**config.mk**
```make
export PLATFORM = sky130hd
export DESIGN_NAME = lsuTop
export DESIGN_NICKNAME = d
export VERILOG_FILES = /design/src/logic/memBusPkg.sv /design/src/logic/lsuPkg.sv /design/src/logic/dataCache.sv /design/src/logic/loadStoreBuffer.sv /design/src/logic/lsuTop.sv /design/src/logic/memCtrl.sv
export VERILOG_INCLUDE_DIRS = /design/src /design/src/logic
export SDC_FILE = /design/constraint.sdc
export NUM_CORES = 2
export LEC_CHECK = 0
export ABC_AREA = 1
export BUFFER_PORTS_ARGS = -buffer_cell sky130_fd_sc_hd__buf_2
export CAP_MARGIN = 20
export CORE_MARGIN = 2
export CORE_UTILIZATION = 31
export CTS_CLUSTER_DIAMETER = 50
export CTS_CLUSTER_SIZE = 28
export DETAILED_ROUTE_END_ITERATION = 6
export SETUP_SLACK_MARGIN = 0.2
export SLEW_MARGIN = 20
export SYNTH_ARGS = -nofsm -noshare
export SYNTH_HDL_FRONTEND = slang
export SYNTH_HIERARCHICAL = 1
export SYNTH_SLANG_ARGS = --single-unit
```
**constraint.sdc**
```tcl
create_clock -name clk -period 10.9 [get_ports clk]
set_input_delay 2.18 -clock clk [delete_from_list [all_inputs] [get_ports clk]]
set_output_delay 2.18 -clock clk [all_outputs]
set_load 0.005 [all_outputs]
```
**src/logic/lsu_defines.svh**
```systemverilog
`ifndef LSU_DEFINES_SVH
`define LSU_DEFINES_SVH

// Widths
`define LSU_ADDR_W 32
`define LSU_DATA_W 32
`define LSU_TAG_W 4

// Sizes are powers of two
`define LSU_QUEUE_DEPTH 4
`define LSU_CACHE_LINES 16
`define LSU_MEM_BYTES 256

`endif

```
**src/logic/memBusPkg.sv**
```systemverilog
`include "lsu_defines.svh"

package memBusPkg;

    typedef enum logic {
        accLoad  = 1'b0,
        accStore = 1'b1
    } accessKind;

    typedef enum logic [2:0] {
        lenByte = 3'd1,
        lenHalf = 3'd2,
        lenWord = 3'd4
    } accessLen;  // Value is the byte count

    // Cache to controller
    typedef struct packed {
        accessKind              kind;
        accessLen               len;
        logic [`LSU_ADDR_W-1:0] addr;
        logic [`LSU_DATA_W-1:0] wdata;
    } memReq;

endpackage

```
**src/logic/lsuPkg.sv**
```systemverilog
`include "lsu_defines.svh"

package lsuPkg;

    typedef logic [`LSU_TAG_W-1:0] lsuTag;

    typedef struct packed {
        memBusPkg::accessKind   kind;
        memBusPkg::accessLen    len;
        logic [`LSU_ADDR_W-1:0] addr;
        logic [`LSU_DATA_W-1:0] wdata;
        lsuTag                  tag;
    } lsuReq;

    // Stores come back with zero data
    typedef struct packed {
        lsuTag                  tag;
        logic [`LSU_DATA_W-1:0] data;
    } lsuResp;

endpackage

```
**src/logic/dataCache.sv**
```systemverilog
`include "lsu_defines.svh"

module dataCache (
    input  logic                   clk,
    input  logic                   rst,
    input  logic                   rdy,
    output logic                   cacheReady,
    input  logic                   issueValid,
    input  lsuPkg::lsuReq          issueReq,
    output logic                   memValid,
    output memBusPkg::memReq       memReqOut,
    input  logic                   memDone,
    input  logic [`LSU_DATA_W-1:0] memRdata,
    output logic                   respValid,
    output lsuPkg::lsuResp         resp
);
    localparam int lines = `LSU_CACHE_LINES;
    localparam int dataW = `LSU_DATA_W;
    localparam int offW = $clog2(dataW / 8);
    localparam int idxW = $clog2(lines);
    localparam int tagW = `LSU_ADDR_W - idxW - offW;

    typedef enum logic [1:0] {idle, waitStore, waitFill} cacheState;

    cacheState state;
    logic occupied;
    logic respPending;
    lsuPkg::lsuReq held;
    logic [lines-1:0] lineValid;
    logic [tagW-1:0] lineTag [lines];
    logic [dataW-1:0] lineData [lines];

    logic [offW-1:0] off;
    logic [idxW-1:0] idx;
    logic [tagW-1:0] addrTag;
    logic hit;
    logic accept;
    logic lookup;
    logic finish;

    assign off = held.addr[offW-1:0];
    assign idx = held.addr[offW +: idxW];
    assign addrTag = held.addr[`LSU_ADDR_W-1 -: tagW];
    assign hit = lineValid[idx] && (lineTag[idx] == addrTag);

    assign accept = rdy && issueValid && !occupied;
    assign lookup = rdy && occupied && (state == idle);
    assign finish = rdy && memDone && (state != idle);

    // Strobe shows only in a running cycle, so a pause cannot swallow it
    assign respValid = respPending && rdy;

    function automatic logic [dataW-1:0] lenMask(input memBusPkg::accessLen len);
        case (len)
            memBusPkg::lenByte: return dataW'(8'hff);
            memBusPkg::lenHalf: return dataW'(16'hffff);
            default:            return '1;
        endcase
    endfunction

    function automatic logic [dataW-1:0] extractBytes(input logic [dataW-1:0] word,
                                                      input logic [offW-1:0] byteOff,
                                                      input memBusPkg::accessLen len);
        return (word >> {byteOff, 3'b000}) & lenMask(len);  // Zero-extended
    endfunction

    function automatic logic [dataW-1:0] mergeBytes(input logic [dataW-1:0] old,
                                                    input logic [dataW-1:0] wdata,
                                                    input logic [offW-1:0] byteOff,
                                                    input memBusPkg::accessLen len);
        logic [dataW-1:0] mask;
        mask = lenMask(len) << {byteOff, 3'b000};
        return (old & ~mask) | ((wdata << {byteOff, 3'b000}) & mask);
    endfunction

    always_comb begin
        if (rst) begin
            cacheReady = 1'b1;  // Held high in reset
        end else begin
            cacheReady = rdy && !occupied;
        end
    end

    always_ff @(posedge clk) begin
        if (rst) begin
            state <= idle;
            occupied <= 1'b0;
            memValid <= 1'b0;
            respPending <= 1'b0;
            lineValid <= '0;
        end else if (rdy) begin
            memValid <= 1'b0;
            respPending <= 1'b0;
            if (accept) begin
                occupied <= 1'b1;
            end
            if (lookup) begin
                if (held.kind == memBusPkg::accStore) begin
                    memValid <= 1'b1;  // Write-through on hit and miss alike
                    state <= waitStore;
                end else if (hit) begin
                    respPending <= 1'b1;
                    occupied <= 1'b0;
                end else begin
                    memValid <= 1'b1;
                    state <= waitFill;
                end
            end
            if (finish) begin
                respPending <= 1'b1;
                occupied <= 1'b0;
                state <= idle;
                if (state == waitFill) begin
                    lineValid[idx] <= 1'b1;
                end
            end
        end
    end

    always_ff @(posedge clk) begin
        if (accept) begin
            held <= issueReq;
        end
        if (lookup) begin
            if (held.kind == memBusPkg::accStore) begin
                memReqOut <= '{kind: held.kind, len: held.len,
                               addr: held.addr, wdata: held.wdata};
                if (hit) begin
                    lineData[idx] <= mergeBytes(lineData[idx], held.wdata, off, held.len);
                end
            end else if (hit) begin
                resp <= '{tag: held.tag, data: extractBytes(lineData[idx], off, held.len)};
            end else begin
                // Whole word for the fill
                memReqOut <= '{kind: memBusPkg::accLoad, len: memBusPkg::lenWord,
                               addr: {held.addr[`LSU_ADDR_W-1:offW], {offW{1'b0}}},
                               wdata: '0};
            end
        end
        if (finish) begin
            resp.tag <= held.tag;
            if (state == waitFill) begin
                resp.data <= extractBytes(memRdata, off, held.len);
                lineTag[idx] <= addrTag;
                lineData[idx] <= memRdata;
            end else begin
                resp.data <= '0;
            end
        end
    end

endmodule

```
**src/logic/loadStoreBuffer.sv**
```systemverilog
`include "lsu_defines.svh"

module loadStoreBuffer (
    input  logic          clk,
    input  logic          rst,
    input  logic          rdy,
    input  logic          reqValid,
    input  lsuPkg::lsuReq req,
    output logic          full,
    input  logic          cacheReady,
    output logic          issueValid,
    output lsuPkg::lsuReq issueReq
);
    localparam int depth = `LSU_QUEUE_DEPTH;
    localparam int ptrW = $clog2(depth);
    localparam int cntW = ptrW + 1;

    lsuPkg::lsuReq entries [depth];
    logic [ptrW-1:0] head;
    logic [ptrW-1:0] tail;
    logic [cntW-1:0] count;
    logic push;
    logic pop;

    assign full = (count == cntW'(depth)) || !rdy;  // Paused counts as full
    assign push = rdy && reqValid && !full;

    // Oldest entry goes out whenever the cache can take it
    assign issueValid = cacheReady && (count != '0);
    assign issueReq = entries[head];
    assign pop = issueValid;

    always_ff @(posedge clk) begin
        if (rst) begin
            head <= '0;
            tail <= '0;
            count <= '0;
        end else if (rdy) begin
            if (push) begin
                tail <= tail + 1'b1;  // Wraps at depth
            end
            if (pop) begin
                head <= head + 1'b1;
            end
            count <= count + cntW'(push) - cntW'(pop);
        end
    end

    always_ff @(posedge clk) begin
        if (push) begin
            entries[tail] <= req;
        end
    end

endmodule

```
**src/logic/lsuTop.sv**
```systemverilog
`include "lsu_defines.svh"

module lsuTop (
    input  logic           clk,
    input  logic           rst,
    input  logic           rdy,
    input  logic           reqValid,
    input  lsuPkg::lsuReq  req,
    output logic           full,
    output logic           respValid,
    output lsuPkg::lsuResp resp
);
    logic cacheReady;
    logic issueValid;
    lsuPkg::lsuReq issueReq;
    logic memValid;
    memBusPkg::memReq memReqBus;
    logic memDone;
    logic [`LSU_DATA_W-1:0] memRdata;

    loadStoreBuffer buffer (
        .clk        (clk),
        .rst        (rst),
        .rdy        (rdy),
        .reqValid   (reqValid),
        .req        (req),
        .full       (full),
        .cacheReady (cacheReady),
        .issueValid (issueValid),
        .issueReq   (issueReq)
    );

    dataCache cache (
        .clk        (clk),
        .rst        (rst),
        .rdy        (rdy),
        .cacheReady (cacheReady),
        .issueValid (issueValid),
        .issueReq   (issueReq),
        .memValid   (memValid),
        .memReqOut  (memReqBus),
        .memDone    (memDone),
        .memRdata   (memRdata),
        .respValid  (respValid),
        .resp       (resp)
    );

    memCtrl ctrl (
        .clk      (clk),
        .rst      (rst),
        .rdy      (rdy),
        .memValid (memValid),
        .memReqIn (memReqBus),
        .memDone  (memDone),
        .memRdata (memRdata)
    );

endmodule

```
**src/logic/memCtrl.sv**
```systemverilog
`include "lsu_defines.svh"

module memCtrl (
    input  logic                   clk,
    input  logic                   rst,
    input  logic                   rdy,
    input  logic                   memValid,
    input  memBusPkg::memReq       memReqIn,
    output logic                   memDone,
    output logic [`LSU_DATA_W-1:0] memRdata
);
    localparam int memBytes = `LSU_MEM_BYTES;
    localparam int addrW = $clog2(memBytes);
    localparam int byteW = $clog2(`LSU_DATA_W / 8);

    typedef enum logic [1:0] {clearing, idle, gap, transfer} ctrlState;

    ctrlState state;
    logic [7:0] ram [memBytes];
    logic [addrW-1:0] clearAddr;
    logic [byteW-1:0] count;
    memBusPkg::memReq held;
    logic [2:0] lastByte;
    logic [addrW-1:0] byteAddr;

    assign lastByte = held.len - 3'd1;
    assign byteAddr = held.addr[addrW-1:0] + addrW'(count);  // Little-endian walk

    always_ff @(posedge clk) begin
        if (rst) begin
            state <= clearing;
            clearAddr <= '0;
            count <= '0;
            memDone <= 1'b0;
        end else if (rdy) begin
            memDone <= 1'b0;
            case (state)
                clearing: begin
                    clearAddr <= clearAddr + 1'b1;
                    if (clearAddr == addrW'(memBytes - 1)) begin
                        state <= idle;
                    end
                end
                idle: begin
                    count <= '0;
                    if (memValid) begin
                        state <= gap;
                    end
                end
                gap: begin
                    count <= count + 1'b1;
                    if (count == byteW'(1)) begin  // Two dead cycles
                        count <= '0;
                        state <= transfer;
                    end
                end
                transfer: begin
                    count <= count + 1'b1;
                    if (count == lastByte[byteW-1:0]) begin
                        memDone <= 1'b1;
                        state <= idle;
                    end
                end
                default: state <= idle;
            endcase
        end
    end

    always_ff @(posedge clk) begin
        if (rdy) begin
            if (state == clearing) begin
                ram[clearAddr] <= 8'h00;
            end
            if (state == idle && memValid) begin
                held <= memReqIn;
                memRdata <= '0;  // Unused upper bytes read as zero
            end
            if (state == transfer) begin
                if (held.kind == memBusPkg::accStore) begin
                    ram[byteAddr] <= held.wdata[{count, 3'b000} +: 8];
                end else begin
                    memRdata[{count, 3'b000} +: 8] <= ram[byteAddr];
                end
            end
        end
    end

endmodule

```
# Yosys cells after proc, flatten, opt, wreduce, memory -nomap -nowiden
# Memory sizes are Yosys's and may differ from the RTL's. A register that Yosys moved wholly into a read port is not among the register bits.
# Cells that the tools add are included.
# W data, S select, Z words.
[op_classes]
addsub = 9
shift = 7
n_reduce_logical = 36
eq_ne = 18
n_lt_le_gt_ge = 2
mux = 69
n_bitwise = 8
[ops]
columns = ["operator", "count"]
rows = [
  ["$mux W32", 13],
  ["$mux W36", 4],
  ["$and A32 B32 Y32", 4],
  ["$mux W68", 1],
  ["$mux W66", 1],
  ["$pmux W32 S2", 1],
  ["$shl A32 B5 Y32", 2],
  ["$shr A32 B5 Y32", 2],
  ["$mux W1", 33],
  ["$bwmux W32", 1],
  ["$not A32 Y32", 1],
  ["$or A32 B32 Y32", 1],
  ["$shift A8 B7 Y32 const A", 1],
  ["$shiftx A32 B6 Y8", 1],
  ["$shiftx A8 B7 Y32", 1],
  ["$eq A26 B26 Y1", 1],
  ["$mux W2", 9],
  ["$mux W8", 2],
  ["$or A16 B16 Y16", 1],
  ["$logic_and A1 B1 Y1", 14],
  ["$reduce_and A2 Y1", 6],
  ["$reduce_and A3 Y1", 3],
  ["$add A8 B1 Y8 const B", 1],
  ["$add A8 B2 Y8", 1],
  ["other kinds (29)", 44],
]
[totals]
register_bits = 195
input_bits = 76
memories = 4
mem_bits_rw = 3264
output_inout_bits = 38
word_cells = 176
[memory_table]
columns = ["name", "depth", "width", "read_ports", "rd_ports_with_merged_regs", "write_ports", "line", "text"]
rows = [
  ["ctrl.ram", 256, 8, 1, 0, 1, "memCtrl.sv:19", "logic [7:0] ram [memBytes];"],
  ["cache.lineData", 16, 32, 1, 0, 1, "dataCache.sv:31", "logic [dataW-1:0] lineData [lines];"],
  ["cache.lineTag", 16, 26, 1, 0, 1, "dataCache.sv:30", "logic [tagW-1:0] lineTag [lines];"],
  ["buffer.entries", 4, 72, 1, 1, 1, "loadStoreBuffer.sv:18", "lsuPkg::lsuReq entries [depth];"],
]

# Longest topological paths before layout
[logic_depth]
word_depth = 11
depth_mapped = 21
mapped_depth_nobuf = 18

# Modules after synthesis
# The synthesis kept the hierarchy.
[by_module_without_submodules]
columns = ["module", "area_each_um2", "cells_each", "instances", "seq_area_each_um2"]
rows = [
  ["memCtrl", 87355.0, 7471, 1, 64011.4],
  ["dataCache", 46554.6, 3947, 1, 33652.3],
  ["loadStoreBuffer", 11599.9, 766, 1, 8828.5],
]

# Least setup slack after synthesis
# OpenSTA, ideal clock, no wires.
[synth_timing]
path_type = "input to register"
start = "input port rdy"
end = "memory ctrl.ram[0][0] (data pin)"
arrival_time_ns = 9.518
setup_time_ns = 1.578
required_ns = 9.322
path_stages = 5
n_path_buf = 1
setup_slack_ns = -0.196
path_cell_list = "inv_2 nor3_2 inv_2 buf_2 a21oi_1"
[synth_via]
elab_chain_len = 4
[synth_rtl]
columns = ["item", "line", "text"]
rows = [
  ["start: declaration", "lsuTop.sv:6", "input logic rdy,"],
  ["$mux W1", "memCtrl.sv:70", "if (rdy) begin"],
  ["$mux W1 (implied by the code)", "memCtrl.sv:80", "ram[byteAddr] <= held.wdata[{count, 3'b000} +: 8];"],
  ["$reduce_or A8 Y1 (no source line)", "-", ""],
  ["$mux W8 (no source line)", "-", ""],
  ["end: declaration", "memCtrl.sv:19", ""],
]
# No other way between the ends.

# Final worst setup path
[layout_timing]
start = "register ctrl.count[1]"
end = "register ctrl.memRdata[6] (data pin)"
[layout_via]
elab_chain_len = 6
word_cells_on_any_way = 8
cone_classes = "2 x add/sub; 2 x shift; 3 x mux; 1 x memory"
[layout_rtl]
columns = ["item", "line", "text"]
rows = [
  ["start: declaration", "memCtrl.sv:21", "logic [byteW-1:0] count;"],
  ["start signal: assignment", "memCtrl.sv:51", "count <= count + 1'b1;"],
  ["start signal: assignment", "memCtrl.sv:58", "count <= count + 1'b1;"],
  ["$add A8 B2 Y8", "memCtrl.sv:27", "assign byteAddr = held.addr[addrW-1:0] + addrW'(count);"],
  ["$mem_v2 Z256 W8", "-", ""],
  ["$shiftx A8 B7 Y32", "memCtrl.sv:82", "memRdata[{count, 3'b000} +: 8] <= ram[byteAddr];"],
  ["$bwmux W32 (*)", "memCtrl.sv:82", ""],
  ["$mux W32 (*)", "memCtrl.sv:79", "if (held.kind == memBusPkg::accStore) begin"],
  ["$mux W32 (*)", "memCtrl.sv:78", "if (state == transfer) begin"],
  ["end signal: indexed assignment", "memCtrl.sv:82", ""],
  ["end: declaration", "memCtrl.sv:10", "output logic [`LSU_DATA_W-1:0] memRdata"],
]
# Every way passes the cells marked *; elsewhere a longest branch is shown, timed or not.
# A chain may end at the register's enable or synchronous reset.

==> results.md <==
- M3 GR Usage: 0.0283
- Total clock sinks: 3537
- Vias in the first global route: 88200
- Crit Path Max Fanout: 80
- Routability Congestion: 0.899
- Area delta synth->final: 11.6%
- Failing checks: DRC
- Maximum Capacitance Violations: 0
- WHS: 0.390 ns
- RSZ-0062 raised after global routing: no
- Routed wire length: 405000 um
- Max VDD drop: 0.146 mV
- CP startpoint kind: flop
- Cell row count: 250
- WS Path Type: flop to flop
- Clk Latency, worst-skew pair: 0.96 ns
- Global-route wire length before repair: 588000 um
- Worst setup margin: 4.18 ns
- Area of the mapped netlist: 145000 um2
- Max Slew Vio Count: 0
- Post_cts resized: 0
- PwrDens: 181 nW/um2
- Global-route usage over all layers: 0.164
- Synthesis Warnings: 6
- GR peak layer: met2
- Via density: 5.13
- Chip Width: 687 um
- Antenna-violating nets left: 0
- Crit-path most repeated cell: nand3_1
- Die area: 472000 um2
- Root Driver: clkbuf_16
- Met1 Usage GRT: 0.230
- CP top delay family: buffers and inverters
- Initial Utilization: 0.312
- Nets: 12100
- Fraction of layout cells with a size suffix above 1: 0.0836
- # IOs: 114
- Reg clk slew, reported paths: 0.09 ns
- Syn Inst Count: 12200
- Setup Viol. Count Final: 0
- Final hold vios: 0
- CTS tree: built
- Longest Clk Path Bufs: 4
- Final Cycle Share: 0.616
- Max Clk Rate: 149 MHz
- Detailed Routing Iterations Pass 1: 7
- Worst Skew: 0.0891 ns
- # fillers: 45100
- Crit. End Element: flop
- Crit path buf inv count: 3
- Vias: 94300
- CP cell instances: clkinv_1 -> fa_4 -> buf_4 -> buf_4 -> nand3_1 -> nand3_1 -> nand3_1 -> nand2_1 -> nand2_1 -> nand3_1 -> nand3_1 -> nand3_1 -> nand2_1 -> nand2_1 -> o21ai_0
- Outcome: finished with violations
- Initial antenna violation count: 34
- Avg Cell Area, Syn: 11.9 um2
- Min Tclk post-route: 6.72 ns
- Detailed placement HPWL: 222000 um
- Critical Path AT: 7.39 ns
- Crit-path slowest cell: fa_4
- Leak Pwr: 55.6 nW
- Setup TNS: 0 ns
- Place WS: 4.40 ns
- Drt drc: 2
- Rel. slew slack: 0.219
- Setup Buffers After CTS: 0
- Largest net degree at the start of global routing: 240
- CP max stage delay: 1.46 ns
- Post-Syn Nets: 12300
- Worst min path class: flop to flop
- 1st-iter DRT viols: 11700
- Worst Path Required: 11.57 ns
- CTS Hold Bufs: 0
- Met2 Track Usage GR: 0.259
- Tightest Pin Transition: 1.17 ns
- H-Tree Depth: 5
- Num CTS Buffers: 281
- Die extent in y: 687 um
- Wire length per cell: 22.0 um
- Grt ovf: 0
- Port Buffers: 113
- Core area: 464000 um2
- Final Core Density: 0.348
==> path summary, 6_finish.rpt <==
check,cells past startpoint,slack (ns),start,to
worst min-delay path,0,0.39,cache/memReqOut[34]$_DFFE_PP_,ctrl/held[34]$_DFFE_PP_
worst max-delay path,15,4.18,ctrl/count[1]$_SDFFE_PP0P_,ctrl/memRdata[6]$_DFFE_PP_
worst max register to register,15,4.18,ctrl/count[1]$_SDFFE_PP0P_,ctrl/memRdata[6]$_DFFE_PP_
worst min register to register,0,0.39,cache/memReqOut[34]$_DFFE_PP_,ctrl/held[34]$_DFFE_PP_
==> final cells by class <==
type                       count  area (um2)  area share
sequential                  3537      106000       0.655
multi-input combinational   7508       34600       0.214
tap                         6174        7720      0.0478
clock buffer                 306        7380      0.0457
clock inverter               203        2580      0.0160
timing repair buffer         289        2120      0.0132
inverter                     340        1340     0.00829
antenna                       18        45.0    0.000279
==> power by group <==
part	internal, mW	switching [mW]
Clock	5.56	5.48
Sequential	15.1	0.165
Combinational	0.729	2.11
Total	21.4	7.76
==> layer usage <==
layer	up-vias	share of wire
li1	42700	-
met5	-	0.00099
met2	4217	0.46
met1	46600	0.43
met4	18	0.031
met3	725	0.084
==> registers in the layout (all words and copies together), names as in the netlist, named ones only <==
name	count
cache/lineData	512
cache/addrTag	26
cache/occupied	1
buffer/entries	288
ctrl/held	43
cache/resp	36
buffer/head	2
cache/lineValid	16
ctrl/memDone	1
buffer/tail	2
ctrl/clearAddr	8
cache/respPending	1
cache/memReqOut	43
cache/state	2
cache/memValid	1
ctrl/count	2
cache/lineTag	416
ctrl/ram	2048
cache/held	46
buffer/count	3
ctrl/memRdata	32
ctrl/state	2
==> cells in the final DEF (no fill, tap or decap), types with 12 or more instances in the layout <==
| master | instances |
|---|---|
| inv_1 | 320 |
| inv_6 | 32 |
| o22ai_1 | 64 |
| clkinv_8 | 48 |
| nor2_2 | 56 |
| clkbuf_1 | 12 |
| o211ai_1 | 65 |
| inv_8 | 33 |
| clkinv_2 | 17 |
| clkinv_4 | 18 |
| diode_2 | 18 |
| clkbuf_16 | 292 |
| nand2_2 | 33 |
| dfxtp_1 | 41 |
| inv_12 | 14 |
| nand2_1 | 3206 |
| a21oi_4 | 24 |
| ha_1 | 18 |
| bufinv_16 | 13 |
| o21ai_0 | 508 |
| o21ai_1 | 44 |
| buf_2 | 113 |
| nor2_1 | 883 |
| edfxtp_1 | 3490 |
| a21oi_1 | 62 |
| buf_12 | 19 |
| nand4_1 | 28 |
| o221ai_1 | 91 |
| nand3_1 | 2238 |
| o22ai_2 | 50 |
| buf_4 | 156 |
| clkinv_1 | 16 |
| nor2_4 | 26 |
==> stage by stage <==
step,power [mW],instance area [um2],instances
5_1_grt,30.1,162000,18400
6_report,29.2,162000,18400
3_5_place_dp,18.4,151000,17800
4_1_cts,29.3,161000,18400
3_3_place_gp,18.3,151000,17800
2_1_floorplan,17.4,145000,12200
Note: power is estimated with default switching activity, not from simulation.
